<file path="config.mk">
export PLATFORM = sky130hd
export DESIGN_NAME = axi_master_bridge
export DESIGN_NICKNAME = d
export VERILOG_FILES = /design/src/logic/axi_bus_pkg.sv /design/src/logic/axi_master_bridge.sv
export SDC_FILE = /design/constraint.sdc
export NUM_CORES = 1
export LEC_CHECK = 0
export ABC_AREA = 1
export BUFFER_PORTS_ARGS = -buffer_cell sky130_fd_sc_hd__buf_2
export CORE_AREA = 2 2 165 167
export CTS_CLUSTER_DIAMETER = 200
export CTS_CLUSTER_SIZE = 24
export DETAILED_ROUTE_END_ITERATION = 12
export DIE_AREA = 0 0 167 169
export SYNTH_ARGS = -nofsm -noshare
export SYNTH_HDL_FRONTEND = slang
export SYNTH_SLANG_ARGS = --single-unit
</file>
<file path="constraint.sdc">
create_clock -name i_aclk -period 5.5 [get_ports i_aclk]
set_input_delay 0.825 -clock i_aclk [delete_from_list [all_inputs] [get_ports i_aclk]]
set_output_delay 0.825 -clock i_aclk [all_outputs]
set_load 0.01 [all_outputs]
</file>
<file path="src/logic/axi_bus_pkg.sv">
// single-beat AXI4 subset with a 64-bit data lane, no IDs, no bursts and no lock field
package axi_bus_pkg;

  // ------------------------------------------------------------------
  // widths that carry a meaning
  // ------------------------------------------------------------------
  typedef logic [31:0] addr_t;  // byte address
  typedef logic [63:0] data_t;  // one beat
  typedef logic [7:0]  strb_t;  // byte enables
  typedef logic [1:0]  size_t;  // 0..3 -> 1, 2, 4, 8 bytes
  typedef logic [1:0]  resp_t;
  typedef logic [7:0]  len_t;   // beats minus one

  // ------------------------------------------------------------------
  // fixed AXI encodings
  // ------------------------------------------------------------------
  localparam resp_t      RESP_OKAY               = 2'b00;
  localparam resp_t      RESP_SLVERR             = 2'b10;
  localparam len_t       LEN_SINGLE              = 8'd0;
  localparam logic [1:0] BURST_INCR              = 2'b01;
  localparam logic [3:0] CACHE_DEV_NONBUF        = 4'b0000;
  localparam logic [2:0] PROT_DATA_SECURE_UNPRIV = 3'b000;
  localparam size_t      SIZE_DWORD              = 2'd3;  // full 8-byte beat

  // ------------------------------------------------------------------
  // CPU side
  // ------------------------------------------------------------------
  typedef struct packed {
    logic  wr;    // 1 = write
    size_t size;
    addr_t addr;
    strb_t strb;
    data_t data;
  } rw_req_t;

  typedef struct packed {
    logic  err;   // resp was not OKAY
    data_t rdata;
  } rw_rsp_t;

  // ------------------------------------------------------------------
  // AXI channel payloads, AW and AR share one layout
  // ------------------------------------------------------------------
  typedef struct packed {
    addr_t      addr;
    len_t       len;
    size_t      size;
    logic [1:0] burst;
    logic [3:0] cache;
    logic [2:0] prot;
  } axi_a_t;

  typedef struct packed {
    data_t data;
    strb_t strb;
    logic  last;
  } axi_w_t;

  typedef struct packed {
    data_t data;
    resp_t resp;
    logic  last;
  } axi_r_t;

endpackage

</file>
<file path="src/logic/axi_master_bridge.sv">
// single-beat AXI4 master, one transaction at a time, never back-pressures B or R
`timescale 1ns/1ps

module axi_master_bridge (
  input  logic                   i_aclk,
  input  logic                   i_rst,

  // request side
  input  logic                   i_req_valid,
  input  axi_bus_pkg::rw_req_t   i_req,
  output logic                   o_req_accept,
  output logic                   o_done,
  output axi_bus_pkg::rw_rsp_t   o_rsp,

  // write address
  output axi_bus_pkg::axi_a_t    o_aw,
  output logic                   o_awvalid,
  input  logic                   i_awready,

  // write data
  output axi_bus_pkg::axi_w_t    o_w,
  output logic                   o_wvalid,
  input  logic                   i_wready,

  // write response
  input  axi_bus_pkg::resp_t     i_bresp,
  input  logic                   i_bvalid,
  output logic                   o_bready,

  // read address
  output axi_bus_pkg::axi_a_t    o_ar,
  output logic                   o_arvalid,
  input  logic                   i_arready,

  // read data
  input  axi_bus_pkg::axi_r_t    i_r,
  input  logic                   i_rvalid,
  output logic                   o_rready
);

  import axi_bus_pkg::*;

  typedef enum logic [1:0] {
    RD_IDLE,
    RD_ADDR,
    RD_DATA
  } rd_state_e;

  typedef enum logic [1:0] {
    WR_IDLE,
    WR_ADDR,
    WR_DATA,
    WR_RESP
  } wr_state_e;

  rd_state_e rd_state_q;
  wr_state_e wr_state_q;
  rw_req_t   req_q;      // command latched at accept
  rw_rsp_t   rsp_q;
  logic      done_q;
  axi_a_t    a_cmd;

  logic aw_fire;
  logic w_fire;
  logic b_fire;
  logic ar_fire;
  logic r_fire;

  assign aw_fire = o_awvalid & i_awready;
  assign w_fire  = o_wvalid  & i_wready;
  assign b_fire  = o_bready  & i_bvalid;
  assign ar_fire = o_arvalid & i_arready;
  assign r_fire  = o_rready  & i_rvalid;

  // idle on both sides and the last done already delivered
  assign o_req_accept = i_req_valid & (rd_state_q == RD_IDLE) &
                        (wr_state_q == WR_IDLE) & ~done_q;

  always_ff @(posedge i_aclk) begin
    if (o_req_accept) begin
      req_q <= i_req;
    end
  end

  // ------------------------------------------------------------------
  // state machines
  // ------------------------------------------------------------------
  always_ff @(posedge i_aclk) begin
    if (i_rst) begin
      rd_state_q <= RD_IDLE;
    end else begin
      case (rd_state_q)
        RD_IDLE: if (o_req_accept && !i_req.wr) rd_state_q <= RD_ADDR;
        RD_ADDR: if (ar_fire) rd_state_q <= RD_DATA;
        RD_DATA: if (r_fire)  rd_state_q <= RD_IDLE;
        default: rd_state_q <= RD_IDLE;
      endcase
    end
  end

  always_ff @(posedge i_aclk) begin
    if (i_rst) begin
      wr_state_q <= WR_IDLE;
    end else begin
      case (wr_state_q)
        WR_IDLE: if (o_req_accept && i_req.wr) wr_state_q <= WR_ADDR;
        WR_ADDR: if (aw_fire) wr_state_q <= WR_DATA;
        WR_DATA: if (w_fire)  wr_state_q <= WR_RESP;
        WR_RESP: if (b_fire)  wr_state_q <= WR_IDLE;
        default: wr_state_q <= WR_IDLE;
      endcase
    end
  end

  // ------------------------------------------------------------------
  // AXI channel drive
  // ------------------------------------------------------------------
  assign a_cmd = '{
    addr:  req_q.addr,
    len:   LEN_SINGLE,
    size:  req_q.size,
    burst: BURST_INCR,
    cache: CACHE_DEV_NONBUF,
    prot:  PROT_DATA_SECURE_UNPRIV
  };

  assign o_aw      = a_cmd;
  assign o_awvalid = (wr_state_q == WR_ADDR);
  assign o_w       = '{data: req_q.data, strb: req_q.strb, last: 1'b1};
  assign o_wvalid  = (wr_state_q == WR_DATA);
  assign o_bready  = (wr_state_q == WR_RESP);

  assign o_ar      = a_cmd;
  assign o_arvalid = (rd_state_q == RD_ADDR);
  assign o_rready  = (rd_state_q == RD_DATA);

  // ------------------------------------------------------------------
  // response, one registered cycle after R or B
  // ------------------------------------------------------------------
  always_ff @(posedge i_aclk) begin
    if (i_rst) begin
      done_q <= 1'b0;
    end else begin
      done_q <= r_fire | b_fire;
    end
  end

  always_ff @(posedge i_aclk) begin
    if (r_fire) begin
      rsp_q <= '{err: (i_r.resp != RESP_OKAY), rdata: i_r.data};
    end else if (b_fire) begin
      rsp_q <= '{err: (i_bresp != RESP_OKAY), rdata: '0};
    end
  end

  assign o_done = done_q;
  assign o_rsp  = rsp_q;

endmodule

</file>
## Word-level counts from Yosys, hierarchy flattened

Cells that the tools add are included.

| operators by class | value |
|---|---|
| eq/ne operators | 12 |
| mux-type cells | 11 |
| bitwise operators | 10 |
| reductions and logical operators | 10 |

Operators by type and width:

| kind | count |
|---|---|
| 65-bit 2-to-1 mux | 2 |
| 2-bit 2-to-1 mux | 7 |
| 2-bit by 1-bit inequality test with 1-bit output (second input constant) | 7 |
| 1-bit bitwise AND | 8 |
| 2-bit case mux with 4 select lines | 1 |
| 2-bit equality test (second input constant) | 3 |
| 2-bit case mux with 3 select lines | 1 |
| 2-bit nonzero test | 3 |
| 2-bit by 1-bit equality test with 1-bit output (second input constant) | 2 |
| 2-bit logical NOT | 2 |
| 4-bit AND reduction | 1 |
| 3-bit AND reduction | 1 |
| 1-bit logical AND | 2 |
| 1-bit logical NOT | 1 |
| 1-bit NOT | 1 |
| 1-bit bitwise OR | 1 |

| word-level totals | value |
|---|---|
| output and inout port bits | 247 |
| register bits | 176 |
| word-level logic and storage cells | 52 |
| input port bits | 184 |

## Depth between registers and ports, before layout

Gate-level depths: netlist of run 1.

| depth | value |
|---|---|
| word-level depth | 7 |
| gate-level depth with buffers | 9 |
| mapped depth without buffers | 9 |

## Least setup slack after synthesis of run 1

Ideal clock, no wire load.

| path | value |
|---|---|
| kind | input-to-output |
| start point | input i_req_valid |
| end point | output o_req_accept |
| setup slack | 1.167 ns |
| cell stages on the path | 3 |
| required time | 4.675 ns |
| buffers on the path | 0 |
| arrival time | 3.508 ns |
| cell sequence | nand2_1 > nor2_1 > and2_1 |

| on the way | value |
|---|---|
| longest elaborated chain between the ends | 3 |

Ends and longest elaborated chain:

| what | RTL line | text |
|---|---|---|
| start, declared | axi_master_bridge.sv:9 | `input logic i_req_valid,` |
| 1-bit bitwise AND (2 in series) | axi_master_bridge.sv:76 | `assign o_req_accept = i_req_valid & (rd_state_q == RD_IDLE) &` |
| 1-bit bitwise AND | axi_master_bridge.sv:77 | `(wr_state_q == WR_IDLE) & ~done_q;` |
| end, declared | axi_master_bridge.sv:11 | `output logic o_req_accept,` |

No other way between the ends.

## Worst setup path after layout of run 1

| path | value |
|---|---|
| start point | register wr_state_q[0] |
| end point | output o_req_accept |

| on the way | value |
|---|---|
| longest elaborated chain between the ends | 3 |

Ends and longest elaborated chain:

| what | RTL line | text |
|---|---|---|
| start, declared | axi_master_bridge.sv:57 | `wr_state_e wr_state_q;` |
| start signal, assigned | axi_master_bridge.sv:103 | `wr_state_q <= WR_IDLE;` |
| start signal, assigned | axi_master_bridge.sv:106 | `WR_IDLE: if (o_req_accept && i_req.wr) wr_state_q <= WR_ADDR;` |
| start signal, assigned | axi_master_bridge.sv:107 | `WR_ADDR: if (aw_fire) wr_state_q <= WR_DATA;` |
| 2-bit logical NOT | axi_master_bridge.sv:77 |  |
| 1-bit bitwise AND | axi_master_bridge.sv:76 |  |
| 1-bit bitwise AND | axi_master_bridge.sv:77 |  |

No other way between the ends.

==> out/qor.txt, run 1 <==
CLOCK NETWORK
---------------------------------------------------------------------------------
Num CTS Buffers                                                                17
Number of post-CTS setup repair buffers                                         0
Clock tree root buffer cell                                             clkbuf_16
Clk Latency, worst-skew pair                                              0.42 ns
Maximum number of buffers from clock root to sink                               2
Hold-fix buffers at CTS                                                         0
Number of clock sinks                                                         176
# H-tree levels                                                                 4
CTS tree                                                                    built
Post_cts resized                                                                0
Clock Pin Slew Worst Setup and Hold Paths                                 0.08 ns

SYNTH
---------------------------------------------------------------------------------
Top area cells in the synthesized netlist                            edfxtp_1 77%, buf_4 7.8%, inv_1 4.3%
Number of warnings reported in the yosys synthesis log                          0
Synth Area per Inst                                                    15.4 sq um
Area of the mapped netlist                                           0.00665 sq mm
Post-synthesis cell type count                                                 21
Number of enable flip-flop cells after synthesis                              171
Top cells by instance count after synthesis                          171 x edfxtp_1, 76 x inv_1, 69 x buf_4, 52 x nor2_1, 12 x nand2_1
Mapped Cells                                                                  432
Dominant cell by count in the synthesized netlist                        edfxtp_1
Post-synth top area cell                                                 edfxtp_1
Synthesized flop and latch total                                              176
Share of Yosys cell area claimed by the top area cell type                  77.2%
Asr flop ratio synth                                                           0%
Register area share after synthesis                                         78.7%
Top flip-flop cell by instance count after synthesis                     edfxtp_1

CRITICAL PATH
---------------------------------------------------------------------------------
CP max stage cell                                                          and2_4
Kind of start point of the critical path                                 register
Startpoint-to-endpoint class of the critical path                         reg2out
Depth of the worst register-to-register path                                    6
Type of destination of the critical path                             primary output
Data required time at the worst endpoint                                  4.68 ns
Delay of the slowest cell on the worst path                               0.43 ns
Worst-path cell chain                                                inv_1, ha_1, nand2_1, nor2_1, and2_4, buf_2
Worst Path Arrival                                                        1.92 ns
Largest fanout on the critical path                                            30

TIMING
---------------------------------------------------------------------------------
Maximum clock skew at final layout                                      0.0156 ns
Hold violation total from the final report                                      0
Max Transition Viols Final                                                      0
Setup TNS                                                                    0 ns
Minimum clock period                                                      2.74 ns
Period utilization                                                          49.9%
Rel. slew slack                                                             30.5%
Final number of setup-violating endpoints                                       0
Unrepaired setup endpoints after global routing                                no
Measured slew at the worst slew-check pin                                 1.04 ns
Max Clk Rate                                                              364 MHz

DRT
---------------------------------------------------------------------------------
Vias after detailed routing                                                  4394
Number of optimization iterations in the first detailed-route pass              4
Detailed Route WL                                                         19.7 mm
Via/cell ratio                                                               3.80
Mean routed wirelength per cell                                      17.0 microns
Initial DRC Count                                                             235
DRC violation count after routing                                               0
Number of nets with antenna violations after detailed routing                   0

GLOBAL ROUTE
---------------------------------------------------------------------------------
Overflow left after global routing                                              0
Vias in the first global route                                               4283
Maximum number of pins on one net before global-route repair                   80
GRT Resource Usage Total                                                    13.2%
Global-route wire length before repair                                    27.1 mm
Number of antenna violations at the first check in global routing               5

FLOORPLAN
---------------------------------------------------------------------------------
Placeable core region                                                0.0265 sq mm
Overall die area                                                     0.0282 sq mm
Starting density of the core                                                25.1%
Row Count                                                                      60
Die boundary height                                                   169 microns
Horiz. Die Dim                                                        167 microns
Ports placed on the boundary                                                  431

PWR
---------------------------------------------------------------------------------
Max VDD drop                                                             0.239 mV
Leakage power of the design                                               4.27 nW
Power density over the cells                                          404 mW/mm^2

PLACED DESIGN
---------------------------------------------------------------------------------
Total instance count after detailed placement                                1126
Detailed-placement wirelength estimate                                    15.0 mm
Count of buffers from port buffering                                          394
Routability cong.                                                           0.765

FINAL LAYOUT
---------------------------------------------------------------------------------
Area added between synthesis and finish                                     38.3%
Fraction of final layout cells sized beyond drive strength 1                55.3%
Ant diodes                                                                      0
Non-filler cells in the finished layout                                      1157
Final net count                                                               992

JOB
---------------------------------------------------------------------------------
MaxCap Viol Count                                                               0

OUTCOME
---------------------------------------------------------------------------------
Result of the run                                                    finished, final reports clean

WORST HOLD PATH
---------------------------------------------------------------------------------
Worst hold-check path type                                                reg2reg
Depth of the worst hold-timing path                                             2

[logic make-up after synthesis]
logic type	after synthesis	synth area share [%]
buf+inv	153	13.0
flops	176	78.7
compound gates	7	0.602
other cells	2	0.113
simple gates	90	6.81
fa+ha+maj	4	0.753
[metal layers]
layer  vias up  wire, microns  global-route usage (%)
met5         -             60                       0
met4        10            222                    3.56
met3        20           1620                    5.19
met2       247          10100                    23.0
met1      2062           7730                    15.3
li1       2055              -                       -
[worst paths after layout]
kind	startpoint	slack (ns)	endpoint
min	wr_state_q[0]	0.54	wr_state_q[0]
max	wr_state_q[0]	2.76	o_req_accept
max reg2reg	wr_state_q[0]	2.89	o_w[45]
min reg2reg	wr_state_q[0]	0.54	wr_state_q[0]
[per-stage QoR]
| step | util (%) | hold WS, ns | setup WS [ns] | cell area [sq um] | power, mW |
|---|---|---|---|---|---|
| 2_1_floorplan | - | 0.497 | 1.17 | 6770 | 2.27 |
| 3_3_place_gp | 32.6 | 0.509 | 2.69 | 8630 | 2.56 |
| 3_5_place_dp | 32.6 | 0.537 | 2.62 | 8630 | 2.58 |
| 4_1_cts | 34.7 | 0.543 | 2.71 | 9200 | 3.80 |
| 5_1_grt | 34.7 | 0.539 | 2.61 | 9200 | 3.89 |
| 6_report | 34.7 | 0.543 | 2.76 | 9200 | 3.71 |
[cell type report]
type,count,area (sq um)
clock buffers,17,425
clock inverters,14,146
fillers,2676,17300
inverters,77,289
multi-input cells,136,689
flip-flops and latches,176,5240
well taps,341,427
repair buffers,396,1990
[critical path, delay by kind of cell (launching register included)]
kind	cells	cell delay, ns
buf+inv	2	0.32
simple gates	3	0.61
fa+ha+maj	1	0.21
flops	1	0.33
[flip-flops by register name, summed over array words and instances, names as in the netlist]
| signal | flops |
|---|---|
| o_w | 72 |
| o_ar | 34 |
| o_rsp | 65 |
| o_done | 1 |
| wr_state_q | 2 |
| rd_state_q | 2 |
[report_power, final]
group / internal (mW) / total, mW / switching [mW] / leakage (nW)
clock network: 0.604 / 1.19 / 0.584 / 0.278
registers: 1.75 / 1.81 / 0.0635 / 1.65
logic: 0.235 / 0.716 / 0.481 / 2.34
total: 2.58 / 3.71 / 1.13 / 4.27
[placed cells by master (no fill, tap or decap), drive strengths merged]
cell | netlist | routed
buf | 76 | 396
edfxtp | 171 | 171
inv | 77 | 84
nor2 | 72 | 72
conb | 2 | 35
clkbuf | 0 | 17
nand2 | 13 | 13
clkinv | 0 | 6
dfxtp | 5 | 5
a21oi | 4 | 4
ha | 4 | 4
nand3 | 3 | 3
o21ai | 2 | 2
and2 | 1 | 1
nor3 | 1 | 1
o211a | 1 | 1
clkinvlp | 0 | 1
(Power assumes the default switching activity.)
==> run 2, diff against run 1 <==
--- a/config.mk
+++ b/config.mk
@@ -5,13 +5,13 @@
 export SDC_FILE = /design/constraint.sdc
 export NUM_CORES = 1
 export LEC_CHECK = 0
-export ABC_AREA = 1
+export ABC_AREA = 0
 export BUFFER_PORTS_ARGS = -buffer_cell sky130_fd_sc_hd__buf_2
-export CORE_AREA = 2 2 165 167
+export CORE_AREA = 2 2 169 171
 export CTS_CLUSTER_DIAMETER = 200
 export CTS_CLUSTER_SIZE = 24
 export DETAILED_ROUTE_END_ITERATION = 12
-export DIE_AREA = 0 0 167 169
+export DIE_AREA = 0 0 171 173
 export SYNTH_ARGS = -nofsm -noshare
 export SYNTH_HDL_FRONTEND = slang
 export SYNTH_SLANG_ARGS = --single-unit
==> constraint.sdc (replaced) <==
create_clock -name i_aclk -period 2.3 [get_ports i_aclk]
set_input_delay 0.345 -clock i_aclk [delete_from_list [all_inputs] [get_ports i_aclk]]
set_output_delay 0.345 -clock i_aclk [all_outputs]
set_load 0.01 [all_outputs]
==> out/qor.txt, run 2 <==
OUTCOME
---------------------------------------------------------------------------------
Result of the run                                                    finished, final reports clean

FLOORPLAN
---------------------------------------------------------------------------------
Starting density of the core                                                23.4%
Overall die area                                                     0.0296 sq mm
Row Count                                                                      61
Ports placed on the boundary                                                  431
Horiz. Die Dim                                                        171 microns
Placeable core region                                                0.0276 sq mm
Die boundary height                                                   173 microns

JOB
---------------------------------------------------------------------------------
MaxCap Viol Count                                                               0

CLOCK NETWORK
---------------------------------------------------------------------------------
Hold-fix buffers at CTS                                                         0
# H-tree levels                                                                 4
CTS tree                                                                    built
Clock Pin Slew Worst Setup and Hold Paths                                 0.07 ns
Number of clock sinks                                                         176
Post_cts resized                                                                0
Clock tree root buffer cell                                             clkbuf_16
Number of post-CTS setup repair buffers                                         0
Num CTS Buffers                                                                17
Maximum number of buffers from clock root to sink                               2
Clk Latency, worst-skew pair                                              0.43 ns

SYNTH
---------------------------------------------------------------------------------
Xor and xnor fraction of the mapped netlist area                               0%
Asr flop ratio synth                                                           0%
Top area cells in the synthesized netlist                            edfxtp_1 79%, buf_4 8.0%, and3_1 6.2%
Synth Area per Inst                                                    18.0 sq um
Share of synthesized area spent on multiplexers                            0.155%
Combinational family with the most area after synthesis              buffers and inverters
Area fraction in compound gates after synthesis                            0.891%
Dominant cell by count in the synthesized netlist                        edfxtp_1
Top flip-flop cell by instance count after synthesis                     edfxtp_1
Number of warnings reported in the yosys synthesis log                          0
Post-synth top area cell                                                 edfxtp_1
Number of enable flip-flop cells after synthesis                              171
Post-synthesis adder-cell area fraction                                    0.775%
Area of the mapped netlist                                           0.00646 sq mm
Mapped Cells                                                                  359
Share of Yosys cell area claimed by the top area cell type                  79.5%
Top cells by instance count after synthesis                          171 x edfxtp_1, 69 x buf_4, 64 x and3_1, 12 x clkbuf_1, 7 x inv_1
Area fraction in and, or, nand and nor cells after synthesis                7.75%
Post-synthesis cell type count                                                 26
Synthesized flop and latch total                                              176
Register area share after synthesis                                         81.0%

PWR
---------------------------------------------------------------------------------
Max VDD drop                                                             0.434 mV
Leakage power of the design                                               4.15 nW
Power density over the cells                                          994 mW/mm^2
Final Total Pwr                                                           9.13 mW

GLOBAL ROUTE
---------------------------------------------------------------------------------
Overflow left after global routing                                              0
Vias in the first global route                                               4404
GRT Resource Usage Total                                                    12.6%
Number of antenna violations at the first check in global routing               2
Maximum number of pins on one net before global-route repair                   67
Global-route wire length before repair                                    26.8 mm

DRT
---------------------------------------------------------------------------------
DRC violation count after routing                                               0
Mean routed wirelength per cell                                      16.8 microns
Initial DRC Count                                                             195
Vias after detailed routing                                                  4352
Via/cell ratio                                                               3.85
Number of nets with antenna violations after detailed routing                   0
Number of optimization iterations in the first detailed-route pass              6
Detailed Route WL                                                         19.0 mm

FINAL LAYOUT
---------------------------------------------------------------------------------
Most frequent cells in the layout                                    394 x buf_2, 171 x edfxtp_1, 64 x and3_1
Number of flip-flops in the largest register                                   72
Fraction of final layout cells sized beyond drive strength 1                59.3%
Final net count                                                               925
Most common cell after layout, fill and taps aside                          buf_2
Flip-flop and latch area                                             0.00524 sq mm
Area added between synthesis and finish                                     42.1%
Number of filler instances in the final layout                               2762
Total area of multi-input combinational cells                           752 sq um

CRITICAL PATH
---------------------------------------------------------------------------------
Type of destination of the critical path                             primary output
Kind of start point of the critical path                                 register
Data required time at the worst endpoint                                  1.96 ns
Setup slack, reg-to-reg                                                   0.56 ns
Depth of the worst register-to-register path                                    4
Worst Path Arrival                                                        1.73 ns
Critical path startpoint                                             rd_state_q[1]
Startpoint-to-endpoint class of the critical path                         reg2out
Largest fanout on the critical path                                            23
Endpoint of the lowest-slack register-to-register path                   o_rsp[8]
Reg2reg start                                                        rd_state_q[0]

PLACED DESIGN
---------------------------------------------------------------------------------
Count of buffers from port buffering                                          394
Routability cong.                                                           0.760
Detailed-placement wirelength estimate                                    14.5 mm

TIMING
---------------------------------------------------------------------------------
Final number of setup-violating endpoints                                       0
Measured slew at the worst slew-check pin                                0.564 ns
Rel. slew slack                                                             62.4%
Setup TNS                                                                    0 ns
Max Clk Rate                                                              482 MHz
Hold violation total from the final report                                      0
Maximum clock skew at final layout                                     0.00795 ns
Period utilization                                                          90.1%
Minimum clock period                                                      2.07 ns
Unrepaired setup endpoints after global routing                                no
Max Transition Viols Final                                                      0

WORST HOLD PATH
---------------------------------------------------------------------------------
Worst hold-check path type                                                 in2reg
Launch point of the worst hold path                                    i_req[104]
Hold Path End                                                             o_ar[9]
Depth of the worst hold-timing path                                             1

## run 2: routing by layer
layer  track usage (%)  vias to the layer above  share of wire (%)
li1                  -                     1984                  -
met5                 0                        -              0.068
met4              5.90                        2                2.6
met1              12.9                     2069                 36
met3              4.51                       26                9.3
met2              22.5                      271                 52
## run 2: where the power goes
group / switching [mW] / internal (mW)
Sequential: 0.171 / 4.19
Combinational: 1.16 / 0.679
Clock: 1.31 / 1.62
## run 2: cell type report
| cell class | instances | share of cell area (%) |
|---|---|---|
| antenna | 1 | 0.0273 |
| clock buffer | 18 | 4.67 |
| clock inverter | 14 | 1.68 |
| timing repair buffer | 409 | 23.0 |
| tap | 378 | 5.15 |
| inverter | 7 | 0.286 |
| sequential | 176 | 57.0 |
| multi-input combinational | 126 | 8.19 |
## run 2: stage by stage
stage          utilization [%]  worst slack (ns)  area, sq um  hold WS (ns)  cells
6_report                  33.2             0.227         9180        0.0886   1129
3_5_place_dp              31.1             0.517         8600         0.520   1096
2_1_floorplan                -             0.403         6590         0.410    392
4_1_cts                   33.2             0.155         9180        0.0576   1128
5_1_grt                   33.2            0.0864         9180        0.0547   1129
3_3_place_gp              31.1             0.507         8600         0.506   1096
## run 2: cells by family (layout without fill, tap and decap cells)
kind of cell,count (synthesis),after routing
simple gates,79,79
mux,1,1
fa+ha+maj,4,4
other cells,2,36
flops,176,176
buf+inv,90,448
compound gates,7,7
## run 2: how the worst max path moves through the flow
| stage | slack [ns] | end |
|---|---|---|
| after global placement | 0.51 | o_rsp[11] |
| after global routing | 0.09 | o_req_accept |
| after CTS | 0.15 | o_req_accept |
| final | 0.23 | o_req_accept |
| after detailed placement | 0.52 | o_rsp[9] |
| after floorplan | 0.40 | o_rsp[0] |
## run 2: worst max-delay path, cell delays in order (launching register included)
cell	delay [ns]
dfxtp_1	0.32
nor4b_2	0.32
and2_4	0.41
buf_2	0.22
