[src/logic/axi_bus_pkg.sv]
// single-beat AXI4 subset with a 64-bit data lane, no IDs, no bursts and no lock field
package axi_bus_pkg;

  // ------------------------------------------------------------------
  // widths that carry a meaning
  // ------------------------------------------------------------------
  typedef logic [31:0] addr_t;  // byte address
  typedef logic [63:0] data_t;  // one beat
  typedef logic [7:0]  strb_t;  // byte enables
  typedef logic [1:0]  size_t;  // 0..3 -> 1, 2, 4, 8 bytes
  typedef logic [1:0]  resp_t;
  typedef logic [7:0]  len_t;   // beats minus one

  // ------------------------------------------------------------------
  // fixed AXI encodings
  // ------------------------------------------------------------------
  localparam resp_t      RESP_OKAY               = 2'b00;
  localparam resp_t      RESP_SLVERR             = 2'b10;
  localparam len_t       LEN_SINGLE              = 8'd0;
  localparam logic [1:0] BURST_INCR              = 2'b01;
  localparam logic [3:0] CACHE_DEV_NONBUF        = 4'b0000;
  localparam logic [2:0] PROT_DATA_SECURE_UNPRIV = 3'b000;
  localparam size_t      SIZE_DWORD              = 2'd3;  // full 8-byte beat

  // ------------------------------------------------------------------
  // CPU side
  // ------------------------------------------------------------------
  typedef struct packed {
    logic  wr;    // 1 = write
    size_t size;
    addr_t addr;
    strb_t strb;
    data_t data;
  } rw_req_t;

  typedef struct packed {
    logic  err;   // resp was not OKAY
    data_t rdata;
  } rw_rsp_t;

  // ------------------------------------------------------------------
  // AXI channel payloads, AW and AR share one layout
  // ------------------------------------------------------------------
  typedef struct packed {
    addr_t      addr;
    len_t       len;
    size_t      size;
    logic [1:0] burst;
    logic [3:0] cache;
    logic [2:0] prot;
  } axi_a_t;

  typedef struct packed {
    data_t data;
    strb_t strb;
    logic  last;
  } axi_w_t;

  typedef struct packed {
    data_t data;
    resp_t resp;
    logic  last;
  } axi_r_t;

endpackage

[src/logic/rw_arbiter.sv]
// two requesters, one transaction in flight; requests must stay up until addr_ok
`timescale 1ns/1ps

module rw_arbiter (
  input  logic                   i_aclk,
  input  logic                   i_rst,

  // instruction fetch, read only
  input  logic                   i_if_req,
  input  axi_bus_pkg::addr_t     i_if_addr,
  output logic                   o_if_addr_ok,
  output logic                   o_if_data_ok,
  output axi_bus_pkg::rw_rsp_t   o_if_rsp,

  // data port
  input  logic                   i_mem_req,
  input  axi_bus_pkg::rw_req_t   i_mem_cmd,
  output logic                   o_mem_addr_ok,
  output logic                   o_mem_data_ok,
  output axi_bus_pkg::rw_rsp_t   o_mem_rsp,

  // towards the bridge
  output logic                   o_req_valid,
  output axi_bus_pkg::rw_req_t   o_req,
  input  logic                   i_req_accept,
  input  logic                   i_done,
  input  axi_bus_pkg::rw_rsp_t   i_rsp
);

  import axi_bus_pkg::*;

  logic    last_mem_q;  // 1 = data port was served last
  logic    owner_mem_q; // owner of the transaction in flight
  logic    pick_mem;
  rw_req_t fetch_cmd;

  // ------------------------------------------------------------------
  // choice
  // ------------------------------------------------------------------
  // on a tie the port not served last wins
  assign pick_mem = i_mem_req & (~i_if_req | ~last_mem_q);

  assign fetch_cmd = '{
    wr:   1'b0,
    size: SIZE_DWORD,
    addr: i_if_addr,
    strb: '0,
    data: '0
  };

  assign o_req_valid = i_if_req | i_mem_req;
  assign o_req       = pick_mem ? i_mem_cmd : fetch_cmd;

  assign o_if_addr_ok  = i_req_accept & ~pick_mem;
  assign o_mem_addr_ok = i_req_accept & pick_mem;

  // ------------------------------------------------------------------
  // owner and fairness state
  // ------------------------------------------------------------------
  always_ff @(posedge i_aclk) begin
    if (i_rst) begin
      last_mem_q  <= 1'b1;  // fetch first after reset
      owner_mem_q <= 1'b0;
    end else begin
      if (i_req_accept) begin
        owner_mem_q <= pick_mem;
      end
      if (i_done) begin
        last_mem_q <= owner_mem_q;  // counts as served once it completes
      end
    end
  end

  // ------------------------------------------------------------------
  // response routing
  // ------------------------------------------------------------------
  assign o_if_data_ok  = i_done & ~owner_mem_q;
  assign o_mem_data_ok = i_done & owner_mem_q;

  assign o_if_rsp  = owner_mem_q ? '0 : i_rsp;
  assign o_mem_rsp = owner_mem_q ? i_rsp : '0;

endmodule

[config.mk]
export PLATFORM = sky130hd
export DESIGN_NAME = rw_arbiter
export DESIGN_NICKNAME = d
export VERILOG_FILES = /design/src/logic/axi_bus_pkg.sv /design/src/logic/rw_arbiter.sv
export SDC_FILE = /design/constraint.sdc
export NUM_CORES = 1
export LEC_CHECK = 0
export ABC_CLOCK_PERIOD_IN_PS = 1500
export BUFFER_PORTS_ARGS = -buffer_cell sky130_fd_sc_hd__buf_4
export CORE_AREA = 2 2 175 177
export CTS_CLUSTER_DIAMETER = 100
export DETAILED_ROUTE_END_ITERATION = 10
export DIE_AREA = 0 0 177 179
export GPL_ROUTABILITY_DRIVEN = 0
export GPL_TIMING_DRIVEN = 0
export PLACE_DENSITY = 0.35
export SLEW_MARGIN = 20
export SYNTH_ARGS = -nofsm -noshare
export SYNTH_HDL_FRONTEND = slang
export SYNTH_SLANG_ARGS = --single-unit
export TNS_END_PERCENT = 20
[constraint.sdc]
create_clock -name i_aclk -period 1.5 [get_ports i_aclk]
set_clock_uncertainty 0.1 [all_clocks]
set_input_delay 0.15 -clock i_aclk [delete_from_list [all_inputs] [get_ports i_aclk]]
set_output_delay 0.15 -clock i_aclk [all_outputs]
set_load 0.05 [all_outputs]
Yosys cells after proc, flatten, opt, wreduce, memory -nomap -nowiden

Index checks and enable logic that the tools add are counted.

Bits in registers: 2
Output and inout port bits: 242

Mux-type cells: 3
Bitwise logic cells: 11

Operators by type and width:

| cell          | count |
|---|---|
| $mux W65      | 2 |
| $mux W107     | 1 |
| $and A1 B1 Y1 | 5 |
| $not A1 Y1    | 4 |
| $or A1 B1 Y1  | 2 |

Longest topological paths before layout

Gate-level depths: netlist (run 1).

Word-level depth: 5
Gate-level depth with buffers: 4
Gate-level depth less buffers: 3

Worst setup path before layout (run 1)

OpenSTA, ideal clock, no wires.

Kind: register to output
From: reg owner_mem_q
To: out o_if_rsp[51] (netlist name)
Data arrival time: 1360 ps
Data required time: 1250 ps
Path slack: -110 ps
Cell stages (with the launch flop): 4
Buffers on the path: 2
Cell sequence: dfxtp_1 buf_4 buf_2 nor2b_1

RTL lines:

| item                     | RTL line         | RTL |
|---|---|---|
| start: declaration       | rw_arbiter.sv:33 | `logic owner_mem_q;` |
| start signal: assignment | rw_arbiter.sv:66 | `owner_mem_q <= pick_mem;` |
| end: declaration         | rw_arbiter.sv:13 | `output axi_bus_pkg::rw_rsp_t o_if_rsp,` |

==> flow_results.xml, run 1 <==
<?xml version="1.0" encoding="UTF-8"?>
<metrics>
  <group name="route">
    <metric name="vias_per_cell" unit="">3.29</metric>
    <metric name="detailed_routing_iteration_count_for_the_pre_antenna_repair_pass" unit="">4</metric>
    <metric name="first_iter_violations" unit="">51</metric>
    <metric name="drc" unit="">0</metric>
    <metric name="finalWirelength" unit="mm">20.0</metric>
    <metric name="final_antenna_net_count" unit="">0</metric>
    <metric name="route.vias.total" unit="">3757</metric>
    <metric name="post_drt_wl_per_cell" unit="µm">17.5</metric>
  </group>
  <group name="critical_path">
    <metric name="worstPathRequired" unit="ps">1250</metric>
    <metric name="r2r_slack" unit="ps">0</metric>
    <metric name="path_class" unit="">register to output port</metric>
    <metric name="timing.rr.start" unit="">last_mem_q$_SDFFE_PP1P_</metric>
    <metric name="worst_ep_arrival_time" unit="ps">1600</metric>
    <metric name="critical_path.max_fanout" unit="">8</metric>
    <metric name="ff2ff_path_depth" unit="">5</metric>
    <metric name="rr_endpoint" unit="">owner_mem_q$_SDFFE_PP0P_</metric>
    <metric name="crit_path_end_kind" unit="">output port</metric>
    <metric name="worst_setup_path_start_kind" unit="">register</metric>
  </group>
  <group name="clocking">
    <metric name="cts.htree.levels" unit="">1</metric>
    <metric name="clock_sinks" unit="">2</metric>
    <metric name="cts.root.buffer_cell" unit="">sky130_fd_sc_hd__clkbuf_16</metric>
    <metric name="longest_clk_path_bufs" unit="">2</metric>
    <metric name="tritoncts" unit="">done</metric>
    <metric name="clk_pin_slew_worst_paths" unit="ps">30</metric>
    <metric name="clk-insertion-delay-late" unit="ps">220</metric>
    <metric name="cts-buffers-inserted" unit="">3</metric>
  </group>
  <group name="cells_and_area">
    <metric name="antenna-diode-count" unit="">0</metric>
    <metric name="syn2layout_area_growth" unit="%">273</metric>
    <metric name="ff_latch_area" unit="µm²">45.0</metric>
    <metric name="final_core_util" unit="">0.252</metric>
    <metric name="multi_input_area" unit="µm²">2020</metric>
    <metric name="drive_gt1_frac" unit="">0.811</metric>
    <metric name="layout.cells.non_filler" unit="">1143</metric>
    <metric name="num-fill-cells" unit="">3282</metric>
    <metric name="fin_nets" unit="">959</metric>
  </group>
  <group name="timing">
    <metric name="slew_headroom" unit="">0.629</metric>
    <metric name="fmaxAchievable" unit="MHz">540</metric>
    <metric name="setup_viol" unit="">173</metric>
    <metric name="rsz_0062_raised_after_global_routing" unit="">yes</metric>
    <metric name="timing.final.ws_setup" unit="ps">-352</metric>
    <metric name="fin_crit" unit="ps">1850</metric>
    <metric name="post-route-period-util" unit="">1.23</metric>
    <metric name="drv_slew" unit="">0</metric>
    <metric name="fin_setup_tns" unit="ps">-33340</metric>
    <metric name="tightest_slew" unit="ps">541</metric>
    <metric name="final_hold_viol_count" unit="">0</metric>
  </group>
  <group name="yosys">
    <metric name="post-synth-top-count-cell" unit="">sky130_fd_sc_hd__and2_1</metric>
    <metric name="syn_nets" unit="">485</metric>
    <metric name="synthArstFlopShare" unit="">0</metric>
    <metric name="synth_area_per_cell" unit="µm²">7.38</metric>
    <metric name="synth-edff-count" unit="">0</metric>
    <metric name="synth_cells" unit="">275</metric>
    <metric name="count_of_different_cell_masters_after_synthesis" unit="">18</metric>
    <metric name="synthesis.yosys.warnings" unit="">0</metric>
    <metric name="synth_top_area_frac" unit="">0.431</metric>
    <metric name="synth_sequential_area_ratio" unit="">0.0197</metric>
    <metric name="yosys-top-cells-count" unit="">sky130_fd_sc_hd__and2_1 (140), sky130_fd_sc_hd__nor2b_1 (66), sky130_fd_sc_hd__mux2_4 (30)</metric>
    <metric name="post_synthesis_sequential_element_count" unit="">2</metric>
    <metric name="synth_top_flop_cell" unit="">sky130_fd_sc_hd__dfxtp_1</metric>
    <metric name="synth.cell_area" unit="µm²">2030</metric>
    <metric name="netlist_top_cells_area" unit="">sky130_fd_sc_hd__and2_1 (43%), sky130_fd_sc_hd__mux2_4 (22%), sky130_fd_sc_hd__nor2b_1 (20%)</metric>
    <metric name="post-synth-top-area-cell" unit="">sky130_fd_sc_hd__and2_1</metric>
  </group>
  <group name="die">
    <metric name="dieWidth" unit="µm">177</metric>
    <metric name="floorplan.initialDensity" unit="">0.0676</metric>
    <metric name="fp.dieArea" unit="µm²">31700</metric>
    <metric name="floorplan.die.height" unit="µm">179</metric>
    <metric name="num_io_pins" unit="">452</metric>
    <metric name="rows" unit="">64</metric>
    <metric name="floorplan.core_area" unit="µm²">30000</metric>
  </group>
  <group name="global_routing">
    <metric name="grt_pass1_vias" unit="">3942</metric>
    <metric name="grt_max_degree" unit="">11</metric>
    <metric name="antenna_found_initial" unit="">0</metric>
    <metric name="grt-ovfl-total" unit="">0</metric>
    <metric name="grt_first_pass_wirelength" unit="mm">26.0</metric>
    <metric name="grt_util_all_layers" unit="">0.111</metric>
  </group>
  <group name="run_status">
    <metric name="failed_checks" unit="">setup timing</metric>
    <metric name="status" unit="">finished, violations left</metric>
  </group>
  <group name="placed_design">
    <metric name="number_of_cells_in_the_design_after_placement" unit="">1122</metric>
    <metric name="io_buffers" unit="">451</metric>
    <metric name="dp.final_hpwl" unit="mm">16.6</metric>
  </group>
  <group name="worst_hold_path">
    <metric name="worstHoldStart" unit="">i_done</metric>
    <metric name="min_delay_path_depth" unit="">3</metric>
    <metric name="timing.hold.worst.class" unit="">primary input to register</metric>
    <metric name="hold-path-endpoint" unit="">last_mem_q$_SDFFE_PP1P_</metric>
  </group>
  <group name="power">
    <metric name="p_leak" unit="nW">3.81</metric>
    <metric name="power.density" unit="nW/µm²">522</metric>
    <metric name="total_design_power" unit="mW">3.96</metric>
    <metric name="peak_supply_drop" unit="V">0.000303</metric>
  </group>
  <group name="run">
    <metric name="maximum_capacitance_violations" unit="">0</metric>
  </group>
</metrics>
-- worst max-delay path, stage by stage (launching register included) --
cell,delay [ps]
sky130_fd_sc_hd__dfxtp_2,340
sky130_fd_sc_hd__a21boi_4,200
sky130_fd_sc_hd__buf_12,190
sky130_fd_sc_hd__clkbuf_16,170
sky130_fd_sc_hd__mux2_4,300
sky130_fd_sc_hd__buf_6,160
-- sequential cells by signal (all words and copies together) (netlist names) --
name         cells
last_mem_q       1
owner_mem_q      1
-- routing by layer --
metal | vias to the layer above | wire length (µm) | track usage
li1 | 1790 | - | -
met1 | 1697 | 6850 | 0.117
met2 | 268 | 11000 | 0.224
met3 | 2 | 2090 | 0.0320
met4 | 0 | 8 | 0.00413
met5 | - | 0 | 0
-- layout make-up --
cell class	instances	area share
repair buffers	469	0.606
multi-input cells	246	0.267
well taps	396	0.0654
flip-flops and latches	2	0.00595
clock buffers	3	0.00991
inverters	1	0.000496
plain buffers	26	0.0448
-- where the power goes --
| group | leakage [nW] | internal [mW] | switching [mW] | total (mW) |
|---|---|---|---|---|
| clock | 0.0370 | 0.339 | 0.0570 | 0.396 |
| combinational | 3.75 | 1.49 | 2.00 | 3.49 |
| sequential | 0.0171 | 0.0572 | 0.00903 | 0.0662 |
| total | 3.81 | 1.89 | 2.07 | 3.96 |
-- placed cells by master, fill, tap and decap left out, drive strengths merged --
master | synthesis | final
dlygate4sd3 | 0 | 1
nor2b | 66 | 66
buf | 7 | 478
inv | 1 | 1
nand2b | 2 | 2
a211o | 1 | 1
a21boi | 1 | 1
or2 | 1 | 1
clkbuf | 19 | 19
mux2i | 1 | 1
mux2 | 32 | 32
and2 | 140 | 140
nor2 | 2 | 2
dfxtp | 2 | 2
-- worst max path at each step --
stage	start	end	slack, ps	cells past startpoint
6_report	last_mem_q$_SDFFE_PP1P_	o_req[93]	-350	5
3_5_place_dp	owner_mem_q$_SDFFE_PP0P_	o_mem_rsp[58]	-500	4
2_1_floorplan	owner_mem_q$_SDFFE_PP0P_	o_if_rsp[51]	-110	3
3_3_place_gp	owner_mem_q$_SDFFE_PP0P_	o_mem_rsp[58]	-500	4
4_1_cts	last_mem_q$_SDFFE_PP1P_	o_req[103]	-400	5
5_1_grt	last_mem_q$_SDFFE_PP1P_	o_req[97]	-410	5
-- logic make-up after synthesis --
family,share of synthesized area
compound gates,0.00986
buf+inv,0.0850
simple gates,0.648
flops,0.0197
mux,0.238
-- stage by stage --
| stage | setup slack [ps] | instance area, µm² | hold slack (ps) |
|---|---|---|---|
| final | -352 | 7570 | 173 |
| after global routing | -413 | 7570 | 191 |
| after CTS | -401 | 7330 | 203 |
| after detailed placement | -500 | 5910 | 225 |
| after global placement | -504 | 5910 | 225 |
| after floorplan | -110 | 2030 | 122 |
-- repair_timing --
| action | 4_1_cts | 5_1_grt |
|---|---|---|
| hold endpoints to repair | 1 | 0 |
| hold buffers | 1 | 0 |
| buffers inserted | 8 | 0 |
| gates cloned | 7 | 2 |
| pin swaps | 2 | 2 |
| setup endpoints to repair | 242 | 199 |
| gates resized for setup | 325 | 68 |
Note: power is estimated with default switching activity, not from simulation.
==> run 2: changes to the inputs <==
--- a/config.mk
+++ b/config.mk
@@ -14,6 +14,7 @@
 export GPL_ROUTABILITY_DRIVEN = 0
 export GPL_TIMING_DRIVEN = 0
 export PLACE_DENSITY = 0.35
+export SKIP_CTS_REPAIR_TIMING = 1
 export SLEW_MARGIN = 20
 export SYNTH_ARGS = -nofsm -noshare
 export SYNTH_HDL_FRONTEND = slang
==> flow_results.xml, run 2 (synthesis gave the netlist of run 1 again) <==
<?xml version="1.0" encoding="UTF-8"?>
<metrics>
  <group name="timing">
    <metric name="rsz_0062_raised_after_global_routing" unit="">yes</metric>
    <metric name="drv_slew" unit="">0</metric>
    <metric name="hold_slack" unit="ps">176</metric>
    <metric name="slew_headroom" unit="">0.585</metric>
    <metric name="fmaxAchievable" unit="MHz">521</metric>
    <metric name="timing.final.ws_setup" unit="ps">-418</metric>
    <metric name="tightest_slew" unit="ps">605</metric>
    <metric name="post-route-period-util" unit="">1.28</metric>
    <metric name="fin_setup_tns" unit="ps">-39820</metric>
    <metric name="final_hold_viol_count" unit="">0</metric>
    <metric name="fin_crit" unit="ps">1920</metric>
    <metric name="setup_viol" unit="">199</metric>
  </group>
  <group name="critical_path">
    <metric name="worst_setup_path_start_kind" unit="">register</metric>
    <metric name="path_class" unit="">register to output port</metric>
    <metric name="crit_path_end_kind" unit="">output port</metric>
    <metric name="crit_path_frequent_cell" unit="">sky130_fd_sc_hd__buf_12</metric>
    <metric name="critical-path-slowest-cell" unit="">sky130_fd_sc_hd__dfxtp_2</metric>
    <metric name="worst_ep_arrival_time" unit="ps">1670</metric>
    <metric name="critPathMaxStageDelay" unit="ps">340</metric>
    <metric name="critical_path.max_fanout" unit="">10</metric>
    <metric name="path_cells" unit="">a21boi_4 &gt; buf_12 &gt; buf_12 &gt; mux2_4 &gt; buf_6</metric>
    <metric name="worstPathRequired" unit="ps">1250</metric>
  </group>
  <group name="worst_hold_path">
    <metric name="timing.hold.worst.class" unit="">primary input to register</metric>
  </group>
  <group name="cells_and_area">
    <metric name="syn2layout_area_growth" unit="%">250</metric>
    <metric name="drive_gt1_frac" unit="">0.782</metric>
    <metric name="layout_commonest_cell" unit="">sky130_fd_sc_hd__buf_4</metric>
    <metric name="fin_nets" unit="">947</metric>
    <metric name="num-fill-cells" unit="">3319</metric>
    <metric name="layout_common_cells" unit="">sky130_fd_sc_hd__buf_4 (296), sky130_fd_sc_hd__buf_6 (126), sky130_fd_sc_hd__and2_1 (98), sky130_fd_sc_hd__nor2b_1 (52), sky130_fd_sc_hd__buf_8 (44)</metric>
    <metric name="antenna-diode-count" unit="">0</metric>
    <metric name="largest_registers" unit="">last_mem_q: 1 flops, owner_mem_q: 1 flops</metric>
  </group>
  <group name="power">
    <metric name="total_net_switching_power" unit="mW">2.04</metric>
    <metric name="power_frac_clock" unit="">0.103</metric>
    <metric name="netSwitchingFraction" unit="">0.531</metric>
    <metric name="peak_supply_drop" unit="V">0.000304</metric>
    <metric name="p_leak" unit="nW">3.62</metric>
    <metric name="power.share.combinational" unit="">0.880</metric>
    <metric name="power.density" unit="nW/µm²">540</metric>
    <metric name="internal_power" unit="mW">1.80</metric>
    <metric name="seqPwrFrac" unit="">0.017</metric>
  </group>
  <group name="route">
    <metric name="finalWirelength" unit="mm">19.3</metric>
    <metric name="route.vias.total" unit="">3681</metric>
    <metric name="vias_per_cell" unit="">3.25</metric>
    <metric name="first_iter_violations" unit="">61</metric>
    <metric name="post_drt_wl_per_cell" unit="µm">17.1</metric>
    <metric name="detailed_routing_iteration_count_for_the_pre_antenna_repair_pass" unit="">4</metric>
    <metric name="final_antenna_net_count" unit="">0</metric>
    <metric name="drc" unit="">0</metric>
  </group>
  <group name="clocking">
    <metric name="cts.htree.levels" unit="">1</metric>
    <metric name="tritoncts" unit="">done</metric>
    <metric name="cts-buffers-inserted" unit="">3</metric>
    <metric name="longest_clk_path_bufs" unit="">2</metric>
    <metric name="cts.root.buffer_cell" unit="">sky130_fd_sc_hd__clkbuf_16</metric>
    <metric name="clk_pin_slew_worst_paths" unit="ps">30</metric>
    <metric name="clk-insertion-delay-late" unit="ps">220</metric>
    <metric name="clock_sinks" unit="">2</metric>
  </group>
  <group name="run_status">
    <metric name="failed_checks" unit="">setup timing</metric>
    <metric name="status" unit="">finished, violations left</metric>
  </group>
  <group name="global_routing">
    <metric name="grt-ovfl-total" unit="">0</metric>
    <metric name="grt_util_all_layers" unit="">0.103</metric>
    <metric name="antenna_found_initial" unit="">0</metric>
    <metric name="grt_pass1_vias" unit="">3704</metric>
    <metric name="grt_first_pass_wirelength" unit="mm">24.1</metric>
    <metric name="grt_max_degree" unit="">11</metric>
  </group>
  <group name="die">
    <metric name="floorplan.die.height" unit="µm">179</metric>
    <metric name="rows" unit="">64</metric>
    <metric name="dieWidth" unit="µm">177</metric>
    <metric name="floorplan.core_area" unit="µm²">30000</metric>
    <metric name="num_io_pins" unit="">452</metric>
    <metric name="fp.dieArea" unit="µm²">31700</metric>
    <metric name="floorplan.initialDensity" unit="">0.0676</metric>
  </group>
  <group name="placed_design">
    <metric name="dp.final_hpwl" unit="mm">16.6</metric>
    <metric name="io_buffers" unit="">451</metric>
  </group>
  <group name="run">
    <metric name="maximum_capacitance_violations" unit="">0</metric>
  </group>
</metrics>
[run 2: cell count changes in the layout (fill, tap and decap cells not counted), sizes merged]
cell / change
clkbuf: -10
buf: -2
[run 2: power by group through the flow]
stage / clock, mW / combinational (mW) / sequential, mW
3_3_place_gp: 0 / 3.03 / 0.0664
4_1_cts: 0.403 / 3.03 / 0.0658
2_1_floorplan: 0 / 1.82 / 0.0608
6_report: 0.396 / 3.38 / 0.0650
5_1_grt: 0.406 / 3.51 / 0.0668
3_5_place_dp: 0 / 3.01 / 0.0664
[run 2: cell type report]
type                            count  area [µm²]  area share
Inverter                            1        3.75    0.000528
Sequential cell                     2        45.0     0.00634
Clock buffer                        3        75.1      0.0106
Tap cell                          396         495      0.0697
Multi-Input combinational cell    246        1970       0.277
Timing Repair Buffer              457        4240       0.596
Buffer                             26         285      0.0401
[run 2: per-stage QoR]
step	util	cells	setup WS [ps]	cell area, µm²	total power [mW]
after floorplan	-	275	-110	2030	1.88
after global placement	0.197	1122	-504	5910	3.09
after detailed placement	0.197	1122	-500	5910	3.08
after CTS	0.199	1125	-734	5990	3.49
after global routing	0.237	1131	-480	7110	3.98
final	0.237	1131	-418	7110	3.84
[run 2: worst paths after layout]
path | slack [ps] | from | cells after the start | to
setup / recovery | -420 | last_mem_q$_SDFFE_PP1P_ | 5 | o_req[99]
hold / removal | 180 | i_done | 3 | last_mem_q$_SDFFE_PP1P_
setup reg to reg | -30 | last_mem_q$_SDFFE_PP1P_ | 4 | owner_mem_q$_SDFFE_PP0P_
hold reg to reg | 430 | last_mem_q$_SDFFE_PP1P_ | 1 | last_mem_q$_SDFFE_PP1P_
[run 2: critical path, delay by kind of cell (launching register included)]
| family | cells | cell delay (ps) |
|---|---|---|
| compound gates | 1 | 270 |
| buf+inv | 3 | 500 |
| flops | 1 | 340 |
| mux | 1 | 330 |
[run 2: routing by layer]
layer,part of all wire,global-route usage
met5,0,0
met4,0.00041,0.00413
met3,0.12,0.0320
met2,0.55,0.206
met1,0.34,0.109
==> run 3: changes to the inputs <==
==> constraint.sdc (replaced) <==
create_clock -name i_aclk -period 1.5 [get_ports i_aclk]
set_clock_uncertainty 0.1 [all_clocks]
set_input_delay 0.15 -clock i_aclk [delete_from_list [all_inputs] [get_ports i_aclk]]
set_output_delay 0.15 -clock i_aclk [all_outputs]
set_load 0.01 [all_outputs]
==> flow_results.xml, run 3 (synthesis gave the netlist of run 1 again) <==
<?xml version="1.0" encoding="UTF-8"?>
<metrics>
  <group name="cells_and_area">
    <metric name="layout.cells.non_filler" unit="">1132</metric>
    <metric name="final_core_util" unit="">0.213</metric>
    <metric name="antenna-diode-count" unit="">0</metric>
    <metric name="layout_common_cells" unit="">sky130_fd_sc_hd__buf_4 (426), sky130_fd_sc_hd__and2_1 (132), sky130_fd_sc_hd__nor2b_1 (64), sky130_fd_sc_hd__buf_6 (40), sky130_fd_sc_hd__mux2_4 (30)</metric>
    <metric name="largest_registers" unit="">last_mem_q: 1 flops, owner_mem_q: 1 flops</metric>
    <metric name="layout_commonest_cell" unit="">sky130_fd_sc_hd__buf_4</metric>
    <metric name="drive_gt1_frac" unit="">0.721</metric>
    <metric name="finish.instance_area" unit="µm²">6380</metric>
    <metric name="syn2layout_area_growth" unit="%">214</metric>
    <metric name="fin_nets" unit="">948</metric>
  </group>
  <group name="route">
    <metric name="detailed_routing_iteration_count_for_the_pre_antenna_repair_pass" unit="">4</metric>
    <metric name="final_antenna_net_count" unit="">0</metric>
    <metric name="detailroute.wirelength.met3" unit="mm">2.10</metric>
    <metric name="dr_wl_met2" unit="mm">10.3</metric>
    <metric name="first_iter_violations" unit="">68</metric>
    <metric name="post_drt_wl_per_cell" unit="µm">16.7</metric>
    <metric name="drc" unit="">0</metric>
    <metric name="wl_met1" unit="mm">6.50</metric>
    <metric name="route.vias.total" unit="">3642</metric>
    <metric name="maxUsedRoutingLayer" unit="">met4</metric>
    <metric name="vias_per_cell" unit="">3.22</metric>
    <metric name="finalWirelength" unit="mm">18.9</metric>
  </group>
  <group name="power">
    <metric name="power.share.combinational" unit="">0.811</metric>
    <metric name="power_frac_clock" unit="">0.162</metric>
    <metric name="peak_supply_drop" unit="V">0.000246</metric>
    <metric name="total_net_switching_power" unit="mW">0.841</metric>
    <metric name="netSwitchingFraction" unit="">0.345</metric>
    <metric name="p_leak" unit="nW">3.41</metric>
    <metric name="power.density" unit="nW/µm²">382</metric>
    <metric name="seqPwrFrac" unit="">0.027</metric>
    <metric name="internal_power" unit="mW">1.59</metric>
    <metric name="total_design_power" unit="mW">2.44</metric>
  </group>
  <group name="global_routing">
    <metric name="grt_pass1_vias" unit="">3704</metric>
    <metric name="antenna_found_initial" unit="">0</metric>
    <metric name="grt_first_pass_wirelength" unit="mm">24.1</metric>
    <metric name="grt-ovfl-total" unit="">0</metric>
    <metric name="grt_max_degree" unit="">11</metric>
    <metric name="grt_util_all_layers" unit="">0.103</metric>
  </group>
  <group name="die">
    <metric name="num_io_pins" unit="">452</metric>
    <metric name="dieWidth" unit="µm">177</metric>
    <metric name="floorplan.initialDensity" unit="">0.0676</metric>
    <metric name="floorplan.die.height" unit="µm">179</metric>
    <metric name="floorplan.core_area" unit="µm²">30000</metric>
    <metric name="fp.dieArea" unit="µm²">31700</metric>
    <metric name="rows" unit="">64</metric>
  </group>
  <group name="critical_path">
    <metric name="rr_endpoint" unit="">owner_mem_q$_SDFFE_PP0P_</metric>
    <metric name="crit_path_end_kind" unit="">output port</metric>
    <metric name="timing.rr.start" unit="">last_mem_q$_SDFFE_PP1P_</metric>
    <metric name="path_class" unit="">register to output port</metric>
    <metric name="worst_ep_arrival_time" unit="ps">1640</metric>
    <metric name="ff2ff_path_depth" unit="">4</metric>
    <metric name="worstPathRequired" unit="ps">1250</metric>
    <metric name="worst_setup_path_start_kind" unit="">register</metric>
    <metric name="top_family_by_delay_on_critical_path" unit="">buffers and inverters</metric>
    <metric name="r2r_slack" unit="ps">160</metric>
    <metric name="critPathMaxStageDelay" unit="ps">350</metric>
    <metric name="critical_path.max_fanout" unit="">8</metric>
    <metric name="path_cells" unit="">a21boi_4 &gt; buf_12 &gt; clkbuf_16 &gt; mux2_4 &gt; buf_6</metric>
    <metric name="critical-path-slowest-cell" unit="">sky130_fd_sc_hd__dfxtp_4</metric>
    <metric name="path_buf_inv" unit="">3</metric>
  </group>
  <group name="clocking">
    <metric name="cts.htree.levels" unit="">1</metric>
    <metric name="cts.root.buffer_cell" unit="">sky130_fd_sc_hd__clkbuf_16</metric>
    <metric name="clock_sinks" unit="">2</metric>
    <metric name="tritoncts" unit="">done</metric>
    <metric name="clk_pin_slew_worst_paths" unit="ps">30</metric>
    <metric name="clk-insertion-delay-late" unit="ps">220</metric>
    <metric name="longest_clk_path_bufs" unit="">2</metric>
    <metric name="cts-buffers-inserted" unit="">3</metric>
  </group>
  <group name="timing">
    <metric name="timing.final.ws_setup" unit="ps">-394</metric>
    <metric name="fmaxAchievable" unit="MHz">528</metric>
    <metric name="fin_crit" unit="ps">1890</metric>
    <metric name="drv_slew" unit="">0</metric>
    <metric name="setup_viol" unit="">129</metric>
    <metric name="fin_setup_tns" unit="ps">-27560</metric>
    <metric name="slew_headroom" unit="">0.687</metric>
    <metric name="hold_slack" unit="ps">157</metric>
    <metric name="final_hold_viol_count" unit="">0</metric>
    <metric name="post-route-period-util" unit="">1.26</metric>
    <metric name="rsz_0062_raised_after_global_routing" unit="">yes</metric>
    <metric name="tightest_slew" unit="ps">469</metric>
  </group>
  <group name="placed_design">
    <metric name="number_of_cells_in_the_design_after_placement" unit="">1122</metric>
    <metric name="dp.final_hpwl" unit="mm">16.6</metric>
    <metric name="preCtsSetupSlack" unit="ps">-423</metric>
    <metric name="io_buffers" unit="">451</metric>
    <metric name="instance_area_at_placement" unit="µm²">5910</metric>
  </group>
  <group name="run_status">
    <metric name="status" unit="">finished, violations left</metric>
    <metric name="failed_checks" unit="">setup timing</metric>
  </group>
  <group name="worst_hold_path">
    <metric name="hold-path-endpoint" unit="">last_mem_q$_SDFFE_PP1P_</metric>
    <metric name="worstHoldStart" unit="">i_done</metric>
    <metric name="min_delay_path_depth" unit="">3</metric>
    <metric name="timing.hold.worst.class" unit="">primary input to register</metric>
  </group>
  <group name="run">
    <metric name="maximum_capacitance_violations" unit="">0</metric>
  </group>
</metrics>
## run 3: metal layers
metal	vias to the layer above	GRT usage
met1	1615	0.109
met2	260	0.206
li1	1765	-
met5	-	0
met3	2	0.0320
met4	0	0.00413
## run 3: worst max-delay path by stage
stage                         end                     start  slack [ps]  cells after the start
detailed placement  o_mem_rsp[58]  owner_mem_q$_SDFFE_PP0P_        -420                      4
global route            o_req[93]   last_mem_q$_SDFFE_PP1P_        -450                      5
finish                  o_req[95]   last_mem_q$_SDFFE_PP1P_        -390                      5
CTS                 o_mem_rsp[58]  owner_mem_q$_SDFFE_PP0P_        -660                      4
global placement    o_mem_rsp[58]  owner_mem_q$_SDFFE_PP0P_        -430                      4
floorplan              o_req[100]   last_mem_q$_SDFFE_PP1P_         200                      4
## run 3: power groups by stage
stage	Sequential, mW	Combinational (mW)	Clock (mW)
5_1_grt	0.0665	2.11	0.407
4_1_cts	0.0658	1.86	0.403
3_3_place_gp	0.0664	1.86	0
3_5_place_dp	0.0664	1.84	0
6_report	0.0648	1.98	0.396
2_1_floorplan	0.0608	0.671	0
## run 3: area by class of cell
| type | count | area [µm²] |
|---|---|---|
| fill | 3384 | 23600 |
| buffer | 26 | 278 |
| timing repair buffer | 458 | 3630 |
| clock buffer | 3 | 75.1 |
| inverter | 1 | 3.75 |
| tap | 396 | 495 |
| sequential | 2 | 47.5 |
| multi-input combinational | 246 | 1850 |
## run 3: tightest hold or removal path, delay by kind of cell
family	cells	cell delay [ps]
AO/OA/AOI/OAI	1	120
buffers and inverters	2	170
